$ cat config.mk
export PLATFORM = sky130hd
export DESIGN_NAME = gpio_apb_top
export DESIGN_NICKNAME = d
export VERILOG_FILES = /design/src/verilog/gpio_pkg.sv /design/src/verilog/apb_reg_decode.sv /design/src/verilog/gpio_apb_top.sv /design/src/verilog/gpio_port.sv /design/src/verilog/seg7_decode.sv /design/src/verilog/seg_digit_bank.sv
export SDC_FILE = /design/constraint.sdc
export NUM_CORES = 1
export LEC_CHECK = 0
export BUFFER_PORTS_ARGS = -buffer_cell sky130_fd_sc_hd__buf_2
export CAP_MARGIN = 40
export CORE_ASPECT_RATIO = 1.1
export CORE_MARGIN = 5
export CORE_UTILIZATION = 51
export CTS_BUF_LIST = sky130_fd_sc_hd__clkbuf_4 sky130_fd_sc_hd__clkbuf_8 sky130_fd_sc_hd__clkbuf_16
export CTS_CLUSTER_DIAMETER = 150
export DETAILED_ROUTE_END_ITERATION = 10
export PLACE_DENSITY = 0.85
export SETUP_SLACK_MARGIN = 0.05
export SYNTH_ARGS = -nofsm -noshare
export SYNTH_HDL_FRONTEND = slang
export SYNTH_SLANG_ARGS = --single-unit
$ cat constraint.sdc
create_clock -name clock -period 3.7 [get_ports clock]
set_input_delay 0.74 -clock clock [delete_from_list [all_inputs] [get_ports clock]]
set_output_delay 0.74 -clock clock [all_outputs]
set_load 0.05 [all_outputs]
$ cat src/verilog/gpio_pkg.sv
package gpio_pkg;

    // ########################################
    // APB bus geometry
    // ########################################

    localparam int APB_DATA_W = 32;                 // Data bus width.
    localparam int APB_STRB_W = APB_DATA_W / 8;     // One strobe per byte.

    // ########################################
    // Register map, word index is paddr[3:2]
    // ########################################

    localparam logic [1:0] REG_OUT = 2'd0;          // Offset 0x0, output port.
    localparam logic [1:0] REG_IN  = 2'd1;          // Offset 0x4, input port, read only.
    localparam logic [1:0] REG_SEG = 2'd2;          // Offset 0x8, display digits.

    // Index 3 (offset 0xC) is not mapped and answers with an error.

    // ########################################
    // Seven-segment display
    // ########################################

    // Two hex nibbles per data byte.
    localparam int SEG_DIGITS = APB_STRB_W * 2;

    localparam logic [7:0] SEG_BLANK = 8'hff;       // Active low, all segments dark.

endpackage

$ cat src/verilog/apb_reg_decode.sv
module apb_reg_decode #(
    parameter int GPIO_WIDTH = 16
) (
    input  logic                            clock,
    input  logic                            reset,

    input  logic [31:0]                     paddr,
    input  logic                            psel,
    input  logic                            penable,
    input  logic                            pwrite,
    output logic                            pready,
    output logic [gpio_pkg::APB_DATA_W-1:0] prdata,
    output logic                            pslverr,

    input  logic [GPIO_WIDTH-1:0]           out_value,
    input  logic [GPIO_WIDTH-1:0]           in_value,
    input  logic [gpio_pkg::APB_DATA_W-1:0] digit_value,

    output logic                            write_out,
    output logic                            write_seg
);

    logic [1:0] reg_idx;
    logic       access;
    logic       mapped;
    logic       bad_write;

    // ########################################
    // Access phase decode
    // ########################################

    assign reg_idx = paddr[3:2];                      // Upper address bits are ignored.
    assign access  = psel & penable;
    assign pready  = access;                          // Zero wait states.

    assign mapped    = (reg_idx == gpio_pkg::REG_OUT) ||
                       (reg_idx == gpio_pkg::REG_IN)  ||
                       (reg_idx == gpio_pkg::REG_SEG);
    assign bad_write = pwrite && (reg_idx == gpio_pkg::REG_IN);

    assign pslverr = access & (~mapped | bad_write);

    assign write_out = access & pwrite & (reg_idx == gpio_pkg::REG_OUT);
    assign write_seg = access & pwrite & (reg_idx == gpio_pkg::REG_SEG);

    // ########################################
    // Read data mux
    // ########################################

    always_comb begin
        prdata = '0;
        if (access && !pwrite) begin
            case (reg_idx)
                gpio_pkg::REG_OUT: prdata[GPIO_WIDTH-1:0] = out_value;
                gpio_pkg::REG_IN:  prdata[GPIO_WIDTH-1:0] = in_value;
                gpio_pkg::REG_SEG: prdata = digit_value;
                default:           prdata = '0;
            endcase
        end
    end

    // ########################################
    // Protocol checks
    // ########################################

    // Every access phase follows a setup cycle of the same transfer.
    a_pready_after_setup: assert property (
        @(posedge clock) disable iff (reset)
        pready |-> psel && $past(psel && !penable)
    ) else $error("pready without a preceding APB setup cycle");

    // Write pulses are exclusive and last one cycle only.
    a_write_pulse: assert property (
        @(posedge clock) disable iff (reset)
        (write_out || write_seg) |-> !(write_out && write_seg) ##1 !(write_out || write_seg)
    ) else $error("register write pulses overlap or stretch");

endmodule

$ cat src/verilog/gpio_apb_top.sv
module gpio_apb_top #(
    parameter int GPIO_WIDTH  = 16,
    parameter int SYNC_STAGES = 2
) (
    input  logic                            clock,
    input  logic                            reset,

    input  logic [31:0]                     paddr,
    input  logic                            psel,
    input  logic                            penable,
    input  logic                            pwrite,
    input  logic [gpio_pkg::APB_DATA_W-1:0] pwdata,
    input  logic [gpio_pkg::APB_STRB_W-1:0] pstrb,
    output logic                            pready,
    output logic [gpio_pkg::APB_DATA_W-1:0] prdata,
    output logic                            pslverr,

    input  logic [GPIO_WIDTH-1:0]           gpio_in,
    output logic [GPIO_WIDTH-1:0]           gpio_out,

    output logic [7:0]                      seg_0,
    output logic [7:0]                      seg_1,
    output logic [7:0]                      seg_2,
    output logic [7:0]                      seg_3,
    output logic [7:0]                      seg_4,
    output logic [7:0]                      seg_5,
    output logic [7:0]                      seg_6,
    output logic [7:0]                      seg_7
);

    logic                            write_out;
    logic                            write_seg;
    logic [GPIO_WIDTH-1:0]           out_value;
    logic [GPIO_WIDTH-1:0]           in_value;
    logic [gpio_pkg::APB_DATA_W-1:0] digit_value;
    logic [gpio_pkg::SEG_DIGITS-1:0] digit_lit;
    logic [7:0]                      seg_pattern [gpio_pkg::SEG_DIGITS];

    apb_reg_decode #(
        .GPIO_WIDTH  (GPIO_WIDTH)
    ) i_decode (
        .clock       (clock),
        .reset       (reset),
        .paddr       (paddr),
        .psel        (psel),
        .penable     (penable),
        .pwrite      (pwrite),
        .pready      (pready),
        .prdata      (prdata),
        .pslverr     (pslverr),
        .out_value   (out_value),
        .in_value    (in_value),
        .digit_value (digit_value),
        .write_out   (write_out),
        .write_seg   (write_seg)
    );

    gpio_port #(
        .GPIO_WIDTH  (GPIO_WIDTH),
        .SYNC_STAGES (SYNC_STAGES)
    ) i_port (
        .clock       (clock),
        .reset       (reset),
        .write_out   (write_out),
        .pwdata      (pwdata),
        .pstrb       (pstrb),
        .gpio_in     (gpio_in),
        .gpio_out    (gpio_out),
        .out_value   (out_value),
        .in_value    (in_value)
    );

    seg_digit_bank i_digits (
        .clock       (clock),
        .reset       (reset),
        .write_seg   (write_seg),
        .pwdata      (pwdata),
        .pstrb       (pstrb),
        .digit_value (digit_value),
        .digit_lit   (digit_lit)
    );

    // One glyph decoder per digit.
    for (genvar d = 0; d < gpio_pkg::SEG_DIGITS; d++) begin : g_glyph
        seg7_decode i_glyph (
            .nibble (digit_value[4*d +: 4]),
            .lit    (digit_lit[d]),
            .seg    (seg_pattern[d])
        );
    end

    assign seg_0 = seg_pattern[0];                    // Rightmost digit.
    assign seg_1 = seg_pattern[1];
    assign seg_2 = seg_pattern[2];
    assign seg_3 = seg_pattern[3];
    assign seg_4 = seg_pattern[4];
    assign seg_5 = seg_pattern[5];
    assign seg_6 = seg_pattern[6];
    assign seg_7 = seg_pattern[7];

endmodule

$ cat src/verilog/gpio_port.sv
module gpio_port #(
    parameter int GPIO_WIDTH  = 16,
    parameter int SYNC_STAGES = 2
) (
    input  logic                            clock,
    input  logic                            reset,

    input  logic                            write_out,
    input  logic [gpio_pkg::APB_DATA_W-1:0] pwdata,
    input  logic [gpio_pkg::APB_STRB_W-1:0] pstrb,

    input  logic [GPIO_WIDTH-1:0]           gpio_in,
    output logic [GPIO_WIDTH-1:0]           gpio_out,

    output logic [GPIO_WIDTH-1:0]           out_value,
    output logic [GPIO_WIDTH-1:0]           in_value
);

    logic [GPIO_WIDTH-1:0] sync_q [SYNC_STAGES];

    // ########################################
    // Output register
    // ########################################

    // Each bit follows the strobe of its own byte lane.
    always_ff @(posedge clock or posedge reset) begin
        if (reset) begin
            gpio_out <= '0;
        end else if (write_out) begin
            for (int i = 0; i < GPIO_WIDTH; i++) begin
                if (pstrb[i / 8]) begin
                    gpio_out[i] <= pwdata[i];
                end
            end
        end
    end

    assign out_value = gpio_out;                      // Read back of the driven pins.

    // ########################################
    // Input synchronizer
    // ########################################

    always_ff @(posedge clock or posedge reset) begin
        if (reset) begin
            for (int s = 0; s < SYNC_STAGES; s++) begin
                sync_q[s] <= '0;
            end
        end else begin
            sync_q[0] <= gpio_in;                     // Metastable stage.
            for (int s = 1; s < SYNC_STAGES; s++) begin
                sync_q[s] <= sync_q[s-1];
            end
        end
    end

    assign in_value = sync_q[SYNC_STAGES-1];

    // ########################################
    // Checks
    // ########################################

    // The pins move only on the edge that closes a write to the output register.
    a_out_on_write: assert property (
        @(posedge clock) disable iff (reset)
        !$stable(gpio_out) |-> $past(write_out)
    ) else $error("gpio_out changed without a register write");

endmodule

$ cat src/verilog/seg7_decode.sv
module seg7_decode (
    input  logic [3:0] nibble,
    input  logic       lit,
    output logic [7:0] seg
);

    // Active low, segment a in bit 7 down to g in bit 1, dot in bit 0.
    always_comb begin
        if (!lit) begin
            seg = gpio_pkg::SEG_BLANK;
        end else begin
            case (nibble)
                4'h0:    seg = 8'h03;
                4'h1:    seg = 8'h9f;
                4'h2:    seg = 8'h25;
                4'h3:    seg = 8'h0d;
                4'h4:    seg = 8'h99;
                4'h5:    seg = 8'h49;
                4'h6:    seg = 8'h41;
                4'h7:    seg = 8'h1f;
                4'h8:    seg = 8'h01;
                4'h9:    seg = 8'h09;
                4'ha:    seg = 8'h11;
                4'hb:    seg = 8'hc1;                 // Lower case b.
                4'hc:    seg = 8'h63;
                4'hd:    seg = 8'h85;                 // Lower case d.
                4'he:    seg = 8'h61;
                4'hf:    seg = 8'h71;
                default: seg = gpio_pkg::SEG_BLANK;
            endcase
        end
    end

endmodule

$ cat src/verilog/seg_digit_bank.sv
module seg_digit_bank (
    input  logic                            clock,
    input  logic                            reset,

    input  logic                            write_seg,
    input  logic [gpio_pkg::APB_DATA_W-1:0] pwdata,
    input  logic [gpio_pkg::APB_STRB_W-1:0] pstrb,

    output logic [gpio_pkg::APB_DATA_W-1:0] digit_value,
    output logic [gpio_pkg::SEG_DIGITS-1:0] digit_lit
);

    // Nibble d of the word belongs to digit d.
    logic [gpio_pkg::APB_DATA_W-1:0] nibble_q;
    logic [gpio_pkg::SEG_DIGITS-1:0] lit_q;

    // ########################################
    // Digit registers
    // ########################################

    // Byte k carries digits 2k and 2k+1.
    always_ff @(posedge clock or posedge reset) begin
        if (reset) begin
            nibble_q <= '0;
            lit_q    <= '0;                           // All digits dark.
        end else if (write_seg) begin
            for (int d = 0; d < gpio_pkg::SEG_DIGITS; d++) begin
                if (pstrb[d / 2]) begin
                    nibble_q[4*d +: 4] <= pwdata[4*d +: 4];
                    lit_q[d]           <= 1'b1;
                end
            end
        end
    end

    assign digit_value = nibble_q;
    assign digit_lit   = lit_q;

    // ########################################
    // Checks
    // ########################################

    // A digit lights up only after a strobed write to its byte.
    for (genvar d = 0; d < gpio_pkg::SEG_DIGITS; d++) begin : g_lit_check
        a_lit_after_write: assert property (
            @(posedge clock) disable iff (reset)
            $rose(lit_q[d]) |-> $past(write_seg && pstrb[d / 2])
        ) else $error("digit %0d lit without a write", d);
    end

endmodule
# After elaboration in Yosys (flattened, before gate mapping)
# Memory sizes are Yosys's and may differ from the RTL's.
# Cells that the tools add are included.
# word_totals
out_inout_bits	114
romBits	896
mem_count	8
in_bits	89
elab_cells	52
regBits	84
# memory_table
name	words	width	read_ports	rd_ports_with_merged_regs	write_ports	line_no	source
(no name shown)	16	7	1	0	0	seg7_decode.sv:12	case (nibble)
(no name shown)	16	7	1	0	0	seg7_decode.sv:12	
(no name shown)	16	7	1	0	0	seg7_decode.sv:12	
(no name shown)	16	7	1	0	0	seg7_decode.sv:12	
(no name shown)	16	7	1	0	0	seg7_decode.sv:12	
(no name shown)	16	7	1	0	0	seg7_decode.sv:12	
+2 memories	-	-	-	-	-	-	
# classes
n_bitwise	7
mux	11
n_eq_ne	2
reduce_logical	12
# op_table
op	count
$mux 8	8
$pmux 16 s3	1
$mux 32	1
$mux 16	1
$reduce_and 2->1	6
$and 1x1->1	5
$eq 2x1->1 const B	1
$eq 2x2->1 const B	1
$logic_and 1x1->1	2
$logic_not 2->1	1
$logic_or 1x1->1	2
$logic_not 1->1	1
$not 1->1	1
$or 1x1->1	1

# Logic depth before layout (Yosys ltp)
# Gate-level depths: netlist of the first run.
# logic_depth
word_depth	6
depth_mapped	5
depth_no_buf	5

# By module
# A second synthesis of the first run with hierarchy kept.
# hier_totals
cells_unflattened	593
area_unflattened_um2	6329.8
# modules_own_cells
module	seq_area_each_um2	instances	cells_each	area_each_um2
seg7_decode (g_glyph[0].i_glyph ...)	0.0	6	39	322.8
gpio_port	1201.2	1	99	1637.8
seg_digit_bank	900.9	1	81	1350.0
apb_reg_decode	0.0	1	97	739.5
seg7_decode (g_glyph[1].i_glyph ...)	0.0	2	41	332.8

# Worst setup path before layout of the first run
# OpenSTA, ideal clock, no wires.
# synth_timing
path_kind	reg-to-output
from	register i_digits.nibble_q (netlist bit i_digits.digit_value[8])
to	output port seg_2[4]
n_path_buf	0
stages_incl_launch_ff	5
setup_slack_ns	0.137
arrival_time_ns	2.823
required_ns	2.960
path_cell_list	dfrtp_1 > inv_1 > ha_1 > nor2b_1 > o311ai_0
# synth_via
elab_chain_cells	2
# synth_lines
item	line_no	source
from (decl)	seg_digit_bank.sv:14	logic [gpio_pkg::APB_DATA_W-1:0] nibble_q;
from (signal, indexed assignment)	seg_digit_bank.sv:29	nibble_q[4*d +: 4] <= pwdata[4*d +: 4];
$mem_v2 16x7	-	
$mux 8	seg7_decode.sv:9	if (!lit) begin
to (decl)	gpio_apb_top.sv:23	output logic [7:0] seg_2,
# No other way between the ends.

# Final worst setup path of the first run
# layout_timing
from	register i_digits.nibble_q (netlist bit i_digits.digit_value[0])
to	output port seg_0[4]
# layout_via
elab_chain_cells	2
# layout_lines
item	line_no	source
$mem_v2 16x7	-	
$mux 8	seg7_decode.sv:9	
to (decl)	gpio_apb_top.sv:21	output logic [7:0] seg_0,
# No other way between the ends.

==> out/summary.txt, run 1 <==
outcome -> complete, no violations
slew margin rel. -> 47.30%
Max clock buf depth -> 2
Reg clk slew, reported paths -> 0.06 ns
Rows -> 40
vias in the first global route -> 4,574
CP Cell Sequence -> inv_1 > ha_1 > nor2b_1 > o311ai_0 > buf_2
EDFF count, synth -> 0
setup violation total in the final timing report -> 0
Final nets -> 846
die height -> 120.9 µm
TritonRoute pass-1 iters -> 4
GRT Util Overall -> 20.37%
Hold Slack -> 0.3449 ns
number of buffer and inverter stages on the critical path -> 2
IO buf count -> 164
DR WL/cell -> 16.31 µm
Post-synth top flop -> dfrtp_1
Post-CTS Hold Fix Bufs -> 0
Core ar. -> 10,960 µm²
GPL Wtd Cong -> 0.9561
Pins Over Slew Limit -> 0
final-report hold violation count -> 0
Die W -> 110.8 µm
gr ovfl total -> 0
DP Wirelength -> 10,520 µm
fraction of layout cells with a size suffix above 1 -> 36.17%
Clock Sinks -> 84
worst skew pair latency -> 0.32 ns
Post-Syn Instances -> 554
commonest non-fill, non-tap cell in the layout -> buf_2
CP max FO -> 8
drt total wl -> 13,900 µm
Slew @ Worst Pin -> 0.7896 ns
power per standard cell area -> 617.8 nW/µm²
CP delay by family, top -> buffers and inverters
clock root cell -> clkbuf_16
synth warn -> 0
first-pass GRT wire length -> 22,580 µm
placed instance area -> 6536 µm²
vias per cell -> 5.438
placed insts -> 837
Setup TNS -> 0 ns
Worst path max stage delay -> 0.51 ns
TritonCTS Buffers -> 9
# IOs -> 203
Final ANT Viol Nets -> 0
final routed DRC violation total -> 0
CTS tree -> done
Final period util -> 80.83%
Worst EP required -> 2.96 ns
most frequent cells in the layout -> buf_2, dfrtp_1, ha_1, o311ai_0, inv_1
LEAKAGE -> 3.319 nW
unrepaired setup endpoints after global routing -> no
FFs w/ async S/R, synth -> 100.0%
syn_area_per_cell -> 10.29 µm²
Crit. End Element -> output port
First DRT Iteration DRCs -> 355
Setup Fix Bufs, Post-CTS -> 0
post-route cell area -> 6847 µm²
n_diodes -> 0
cts repair resizes -> 0
Worst path slowest cell -> dfrtp_1
fillers -> 877
H-tree lvl count -> 3
largest net degree at the start of global routing -> 46
via count -> 4,633
Synth cell types -> 35
Hold WC Path Type -> reg -> reg
mapped cell area -> 5700 µm²
Max Fclk -> 334.4 MHz
Setup CP Type -> reg -> out
#FFs+latches synth -> 84
Worst setup SP type -> register
Max VDD drop -> 0.3482 mV
Layout Skew -> 0.002616 ns
Initial Utilization -> 52.01%
Die ar. -> 13,390 µm²
final worst slack -> 0.7092 ns
post-synthesis sequential area ratio -> 36.87%
final cell count without fillers -> 852
post-route minimum period -> 2.991 ns
Area Growth Syn to Fin -> 20.11%
Power Total -> 4.230 mW
pre-CTS setup slack -> 0.8419 ns
crit path DAT -> 2.25 ns
max cap viols -> 0
initial antenna violation count -> 2
fin util -> 62.47%
-- kinds of logic after synthesis --
group	after synthesis	share of synthesized area (%)
and+or+nand+nor	145	14.42
other	1	0.06578
buffers and inverters	81	6.870
AOI/OAI and AO/OA	121	14.73
muxes	66	14.75
adders and majority gates	56	12.29
DFF	84	36.87
-- registers in the layout (all words and copies together), names as in the netlist --
signal and flops:
i_digits.digit_value 32, i_port.sync_q 16, i_digits.digit_lit 4, i_port.in_value 16, i_port.gpio_out 16
-- layout make-up --
| type | count | area (µm²) | area share (%) |
|---|---|---|---|
| well taps | 147 | 183.9 | 2.686 |
| inverters | 40 | 151.4 | 2.211 |
| flip-flops and latches | 84 | 2102 | 30.70 |
| clock inverters | 5 | 77.57 | 1.133 |
| repair buffers | 170 | 865.8 | 12.65 |
| clock buffers | 10 | 232.7 | 3.399 |
| multi-input cells | 396 | 3233 | 47.22 |
-- cell usage after synthesis (all sizes together) (2+ instances only) --
| cell | number | area, µm² |
|---|---|---|
| nor2b | 29 | 181.4 |
| o311ai | 42 | 367.9 |
| or2 | 20 | 125.1 |
| o21ai | 31 | 155.2 |
| dfrtp | 84 | 2102 |
| buf | 19 | 158.9 |
| nand2b | 3 | 18.77 |
| or3 | 7 | 43.79 |
| mux2i | 18 | 180.2 |
| a21oi | 23 | 115.1 |
| inv | 40 | 150.1 |
| and2 | 30 | 187.7 |
| nand3 | 12 | 70.07 |
| clkbuf | 22 | 82.58 |
| a211o | 8 | 70.07 |
| mux2 | 48 | 660.6 |
| and3 | 5 | 31.28 |
| nor2 | 16 | 60.06 |
| ha | 56 | 700.7 |
| o21a | 2 | 15.01 |
| o211ai | 11 | 82.58 |
| o221ai | 2 | 17.52 |
| nand2 | 20 | 75.07 |
-- layer usage --
| metal | vias to the layer above | track usage [%] | part of all wire, % |
|---|---|---|---|
| li1 | 2227 | - | - |
| met1 | 2193 | 25.11 | 41 |
| met2 | 193 | 35.36 | 50 |
| met3 | 16 | 5.287 | 7.3 |
| met4 | 4 | 5.774 | 1.1 |
| met5 | - | 0 | 0.10 |
-- power by group --
part,internal [mW],switching (mW)
registers,1.05,0.256
clock network,0.592,0.332
logic,0.589,1.41
-- worst paths after layout --
path,slack (ns),to,cells past startpoint,from
worst max-delay path,0.71,seg_0[4],5,i_digits.digit_value[0]
worst min-delay path,0.34,i_port.in_value[13],0,i_port.sync_q[29]
worst max register to register,2.69,i_digits.digit_lit[0],1,i_digits.digit_lit[0]
worst min register to register,0.34,i_port.in_value[13],0,i_port.sync_q[29]
max in group asynchronous,2.38,i_digits.digit_value[0],3,reset
min in group asynchronous,0.53,i_digits.digit_value[17],2,reset
No activity file was read; power rests on OpenSTA's default activity.
==> inputs of run 2 (changes only) <==
- clock period: 3.7 -> 3.1 ns (I/O delays scaled with it)
==> run 2 against run 1 <==
Sequential power up 21%. Total power up 22%. Highest routed layer unchanged. Clock skew grew 0.0031 ns. Critical path depth is the same. Non-clock buffer count is 1 lower. Critical path type unchanged.
==> out/summary.txt, run 2 (synthesized netlist as in run 1, its figures left out) <==
CP delay by family, top -> buffers and inverters (unchanged)
Setup Fix Bufs, Post-CTS -> 0 (unchanged)
vias in the first global route -> 4,799 (was 4,574)
n_diodes -> 0 (unchanged)
Setup TNS -> 0 ns (unchanged)
largest net degree at the start of global routing -> 85 (was 46)
Final nets -> 845 (was 846)
TritonRoute pass-1 iters -> 4 (unchanged)
Rows -> 40 (unchanged)
max reg flops -> 32 (unchanged)
setup violation total in the final timing report -> 0 (unchanged)
Max Fclk -> 367.3 MHz
Crit. End Element -> output port (unchanged)
final worst slack -> 0.3775 ns (was 0.7092 ns)
H-tree lvl count -> 3 (unchanged)
CTS tree -> done (unchanged)
crit path from -> i_digits.digit_value[16] (was i_digits.digit_value[0])
max cap viols -> 0 (unchanged)
Max clock buf depth -> 2 (unchanged)
power per standard cell area -> 751.3 nW/µm² (was 617.8 nW/µm²)
met3 usage -> 4.938% (was 5.287%)
IO buf count -> 164 (unchanged)
Area Growth Syn to Fin -> 20.65% (was 20.11%)
most frequent cells in the layout -> buf_2, dfrtp_1, ha_1, inv_1, mux2_4 (was buf_2, dfrtp_1, ha_1, o311ai_0, inv_1)
initial antenna violation count -> 3 (was 2)
pre-CTS setup slack -> 0.3951 ns (was 0.8419 ns)
fraction of layout cells with a size suffix above 1 -> 36.17% (unchanged)
Max VDD drop -> 0.4745 mV (was 0.3482 mV)
FF-to-FF Start -> i_digits.digit_lit[0] (unchanged)
die height -> 120.9 µm (unchanged)
Layout Skew -> 0.005676 ns (was 0.002616 ns)
Die W -> 110.8 µm (unchanged)
Final ANT Viol Nets -> 0 (unchanged)
CP Cell Sequence -> inv_1 > ha_1 > nor2b_1 > o311ai_1 > buf_2 (was inv_1 > ha_1 > nor2b_1 > o311ai_0 > buf_2)
Worst EP required -> 2.48 ns (was 2.96 ns)
cts repair resizes -> 0 (unchanged)
Worst setup SP type -> register (unchanged)
drt total wl -> 14,320 µm (was 13,900 µm)
Final period util -> 87.82%
DR WL/cell -> 16.80 µm (was 16.31 µm)
Reg clk slew, reported paths -> 0.06 ns (about the same)
Die ar. -> 13,390 µm² (unchanged)
commonest non-fill, non-tap cell in the layout -> buf_2 (unchanged)
Post-CTS Hold Fix Bufs -> 0 (unchanged)
final-report hold violation count -> 0 (unchanged)
First DRT Iteration DRCs -> 351 (was 355)
Setup CP Type -> reg -> out (unchanged)
M2 GR Usage -> 38.01% (was 35.36%)
LEAKAGE -> 3.350 nW (was 3.319 nW)
number of buffer and inverter stages on the critical path -> 2 (unchanged)
CP max FO -> 8 (unchanged)
Slew @ Worst Pin -> 0.6095 ns (was 0.7896 ns)
slew margin rel. -> 59.37% (was 47.30%)
# IOs -> 203 (unchanged)
DP Wirelength -> 10,780 µm (was 10,520 µm)
GPL Wtd Cong -> 0.8425 (was 0.9561)
Worst path slowest cell -> dfrtp_1 (unchanged)
GRT Util Overall -> 21.42% (was 20.37%)
crit path DAT -> 2.10 ns (was 2.25 ns)
Worst path max stage delay -> 0.49 ns (was 0.51 ns)
gr ovfl total -> 0 (unchanged)
FF-to-FF setup slack -> 2.08 ns (was 2.69 ns)
Hold WC Path Type -> reg -> reg (unchanged)
gr busiest metal -> met2 (unchanged)
via count -> 4,664 (was 4,633)
TritonCTS Buffers -> 9 (unchanged)
unrepaired setup endpoints after global routing -> no (unchanged)
first-pass GRT wire length -> 23,630 µm (was 22,580 µm)
outcome -> complete, no violations (unchanged)
fillers -> 894 (was 877)
final routed DRC violation total -> 0 (unchanged)
post-route minimum period -> 2.723 ns
worst skew pair latency -> 0.32 ns (about the same)
clock root cell -> clkbuf_16 (unchanged)
vias per cell -> 5.474 (was 5.438)
Pins Over Slew Limit -> 0 (unchanged)
Initial Utilization -> 52.01% (unchanged)
Hold Path Origin -> i_port.sync_q[24] (was i_port.sync_q[29])
routing usage on met1 -> 26.09% (was 25.11%)
Clock Sinks -> 84 (unchanged)
Core ar. -> 10,960 µm² (unchanged)
[run 2: cell types whose count changed in the layout (fill, tap and decap cells not counted), sizes merged]
cell      change
clkbuf        +3
buf           -1
clkinv        -1
clkinvlp      -1
[run 2: per-stage QoR]
step                utilization (%)  area (µm²)  instances  power (mW)  hold WS, ns
floorplan                         -        5727        561       3.449       0.3312
global placement              59.68        6541        836       3.933       0.3327
detailed placement            59.68        6541        836       4.015       0.3347
CTS                           62.75        6878        852       5.211       0.3474
global route                  62.75        6878        852       5.457       0.3556
finish                        62.75        6878        852       5.167       0.3451
[run 2: cell type report]
type                            count  area (µm²)  area share, %
Timing Repair Buffer              169       870.8          12.66
Clock buffer                       13       267.8          3.893
Sequential cell                    84        2102          30.56
Clock inverter                      3       68.82          1.001
Tap cell                          147       183.9          2.674
Multi-Input combinational cell    396        3233          47.01
Inverter                           40       151.4          2.201
[run 2: path summary, 6_finish.rpt]
kind	end	cells past startpoint
max in group asynchronous	i_digits.digit_lit[6]	3
worst max register to register	i_digits.digit_lit[0]	1
worst min register to register	i_port.in_value[8]	0
worst min-delay path	i_port.in_value[8]	0
min in group asynchronous	i_digits.digit_value[23]	3
worst max-delay path	seg_4[4]	5
[run 2: metal layers]
layer  wire, µm  up-vias  part of all wire, %
li1           -     2220                    -
met1       5875     2239                   41
met2       7376      185                   52
met3        907       14                  6.3
met4        126        6                 0.88
met5         28        -                 0.20
[run 2: where the power goes]
part | total (mW) | leakage [nW] | switching (mW) | internal [mW]
registers | 1.57 | 1.03 | 0.316 | 1.25
logic | 2.43 | 2.15 | 1.71 | 0.727
clock network | 1.17 | 0.167 | 0.398 | 0.769
total | 5.17 | 3.35 | 2.42 | 2.75
==> inputs of run 3 (changes only) <==
- GPL_TIMING_DRIVEN: not set -> 0
==> run 3 against run 2 <==
Clock skew decreased by 0.0031 ns. Fmax fell by 4.8%. Die area did not move. Hold slack lost 0.031 ns. Core utilization rose by 1.9 points. Critical path depth rose by 1. Critical path type is now in -> out. Largest cell class unchanged.
==> out/summary.txt, run 3 (synthesized netlist as in run 1, its figures left out) <==
Hold Slack -> 0.3139 ns (was 0.3451 ns)
FF/Latch Area -> 2102 µm² (unchanged)
unrepaired setup endpoints after global routing -> no (unchanged)
final cell count without fillers -> 889 (was 852)
vias in the first global route -> 5,052 (was 4,799)
final routed DRC violation total -> 0 (unchanged)
GPL Wtd Cong -> 0.9200 (was 0.8425)
post-route minimum period -> 2.861 ns (was 2.723 ns)
CP max FO -> 10 (was 8)
final-report hold violation count -> 0 (unchanged)
Pins Over Slew Limit -> 0 (unchanged)
GRT Util Overall -> 22.24% (was 21.42%)
Die W -> 110.8 µm (unchanged)
Setup CP Type -> in -> out (was reg -> out)
placed insts -> 873 (was 836)
fraction of layout cells with a size suffix above 1 -> 36.39% (was 36.17%)
power per standard cell area -> 735.4 nW/µm² (was 751.3 nW/µm²)
largest net degree at the start of global routing -> 48 (was 85)
First DRT Iteration DRCs -> 283 (was 351)
Max VDD drop -> 0.4330 mV (was 0.4745 mV)
TritonCTS Buffers -> 9 (unchanged)
worst skew pair latency -> 0.33 ns (was 0.32 ns)
Reg clk slew, reported paths -> 0.06 ns (about the same)
drt total wl -> 15,000 µm (was 14,320 µm)
via count -> 4,843 (was 4,664)
max cap viols -> 0 (unchanged)
crit path DAT -> 2.24 ns (was 2.10 ns)
n_diodes -> 0 (unchanged)
Setup Fix Bufs, Post-CTS -> 0 (unchanged)
Flop pwr share -> 27.8% (was 30.3%)
Core ar. -> 10,960 µm² (unchanged)
multi-input logic area -> 3239 µm² (was 3233 µm²)
commonest non-fill, non-tap cell in the layout -> buf_2 (unchanged)
Worst path slowest cell -> nor3b_4 (was dfrtp_1)
Area Growth Syn to Fin -> 24.36% (was 20.65%)
clock network fraction of design power -> 21.9% (was 22.6%)
fillers -> 865 (was 894)
Crit. End Element -> output port (unchanged)
DP Wirelength -> 11,560 µm (was 10,780 µm)
Layout Skew -> 0.002626 ns (was 0.005676 ns)
outcome -> complete, no violations (unchanged)
Initial Utilization -> 52.01% (unchanged)
most used cell along the critical path -> buf_2
switching part of the total -> 47.69% (was 46.87%)
Worst path max stage delay -> 0.40 ns (was 0.49 ns)
Final nets -> 882 (was 845)
vias per cell -> 5.448 (was 5.474)
initial antenna violation count -> 0 (was 3)
Final period util -> 92.28% (was 87.82%)
Die ar. -> 13,390 µm² (unchanged)
DR WL/cell -> 16.87 µm (was 16.80 µm)
Max Fclk -> 349.6 MHz (was 367.3 MHz)
H-tree lvl count -> 3 (unchanged)
die height -> 120.9 µm (unchanged)
CTS tree -> done (unchanged)
Max clock buf depth -> 2 (unchanged)
LEAKAGE -> 3.443 nW (was 3.350 nW)
max reg flops -> 32 (unchanged)
Worst EP required -> 2.48 ns (about the same)
Clock Sinks -> 84 (unchanged)
placed instance area -> 6761 µm² (was 6541 µm²)
power share of the combinational group -> 50.3% (was 47.1%)
P_int -> 2.727 mW (was 2.745 mW)
first-pass GRT wire length -> 24,520 µm (was 23,630 µm)
sw power -> 2.486 mW (was 2.422 mW)
post-route cell area -> 7089 µm² (was 6878 µm²)
CP Cell Sequence -> buf_2 > and2b_1 > nor3b_4 > clkbuf_1 > and2_1 > buf_2 (was inv_1 > ha_1 > nor2b_1 > o311ai_1 > buf_2)
gr ovfl total -> 0 (unchanged)
Hold WC Path Type -> in -> async (was reg -> reg)
clock root cell -> clkbuf_16 (unchanged)
Worst setup SP type -> primary input (was register)
slew margin rel. -> 62.29% (was 59.37%)
setup violation total in the final timing report -> 0 (unchanged)
Final ANT Viol Nets -> 0 (unchanged)
Slew @ Worst Pin -> 0.5586 ns (was 0.6095 ns)
Rows -> 40 (unchanged)
TritonRoute pass-1 iters -> 4 (unchanged)
IO buf count -> 164 (unchanged)
most frequent cells in the layout -> buf_2, dfrtp_1, ha_1, inv_1, mux2_4 (unchanged)
# IOs -> 203 (unchanged)
[run 3: cell count changes in the layout (fill, tap and decap cells not counted), sizes merged]
cell | previous run | this run
clkinvlp | 0 | 2
clkbuf | 13 | 32
buf | 169 | 184
inv | 39 | 40
[run 3: what timing repair did]
item,in CTS,in global routing
hold buffers,0,0
setup endpoints to repair,0,10
gates resized for setup,0,1
[run 3: worst paths after layout]
path                                          from                        to  slack, ns  cells after the start
max                                       paddr[2]                prdata[24]       0.24                      6
min                                          reset  i_digits.digit_value[20]       0.31                      2
max reg2reg                i_digits.digit_value[6]   i_digits.digit_value[6]       2.00                      2
min reg2reg                      i_port.sync_q[22]        i_port.in_value[6]       0.35                      0
max in group asynchronous                    reset   i_digits.digit_value[9]       2.20                      3
min in group clock               i_port.sync_q[22]        i_port.in_value[6]       0.35                      0
[run 3: critical path: cells and delay by family]
family	cells	cell delay, ns
and+or+nand+nor	3	0.86
buffers and inverters	3	0.75
[run 3: final cells by class]
cell class | count | area share [%]
multi-input combinational | 396 | 45.69
sequential | 84 | 29.65
timing repair buffer | 165 | 11.97
buffer | 41 | 3.406
clock buffer | 10 | 3.283
tap | 147 | 2.594
inverter | 40 | 2.153
clock inverter | 6 | 1.253
[run 3: power by group through the flow]
| stage | combinational (mW) | sequential, mW | clock, mW |
|---|---|---|---|
| global placement | 2.54 | 1.45 | 0 |
| CTS | 2.62 | 1.44 | 1.17 |
| global route | 2.80 | 1.47 | 1.22 |
| detailed placement | 2.61 | 1.46 | 0 |
| floorplan | 1.90 | 1.55 | 0 |
| finish | 2.62 | 1.45 | 1.14 |
[run 3: layer usage]
layer	routed length, µm	up-vias	track usage [%]	share of wire (%)
met5	0	-	0	0
met4	315	0	8.930	2.1
met3	877	31	4.439	5.8
met2	7571	199	39.04	50
met1	6235	2310	26.82	42
li1	-	2303	-	-
[run 3: metrics by stage]
stage / utilization, % / worst slack, ns / total power, mW / setup TNS [ns]
CTS: 64.62 / 0.09232 / 5.236 / 0
global route: 64.68 / 0.08412 / 5.494 / 0
global placement: 61.42 / -0.6227 / 3.989 / -52.06
floorplan: - / 0.05691 / 3.449 / 0
finish: 64.68 / 0.2392 / 5.214 / 0
detailed placement: 61.69 / 0.1049 / 4.073 / 0
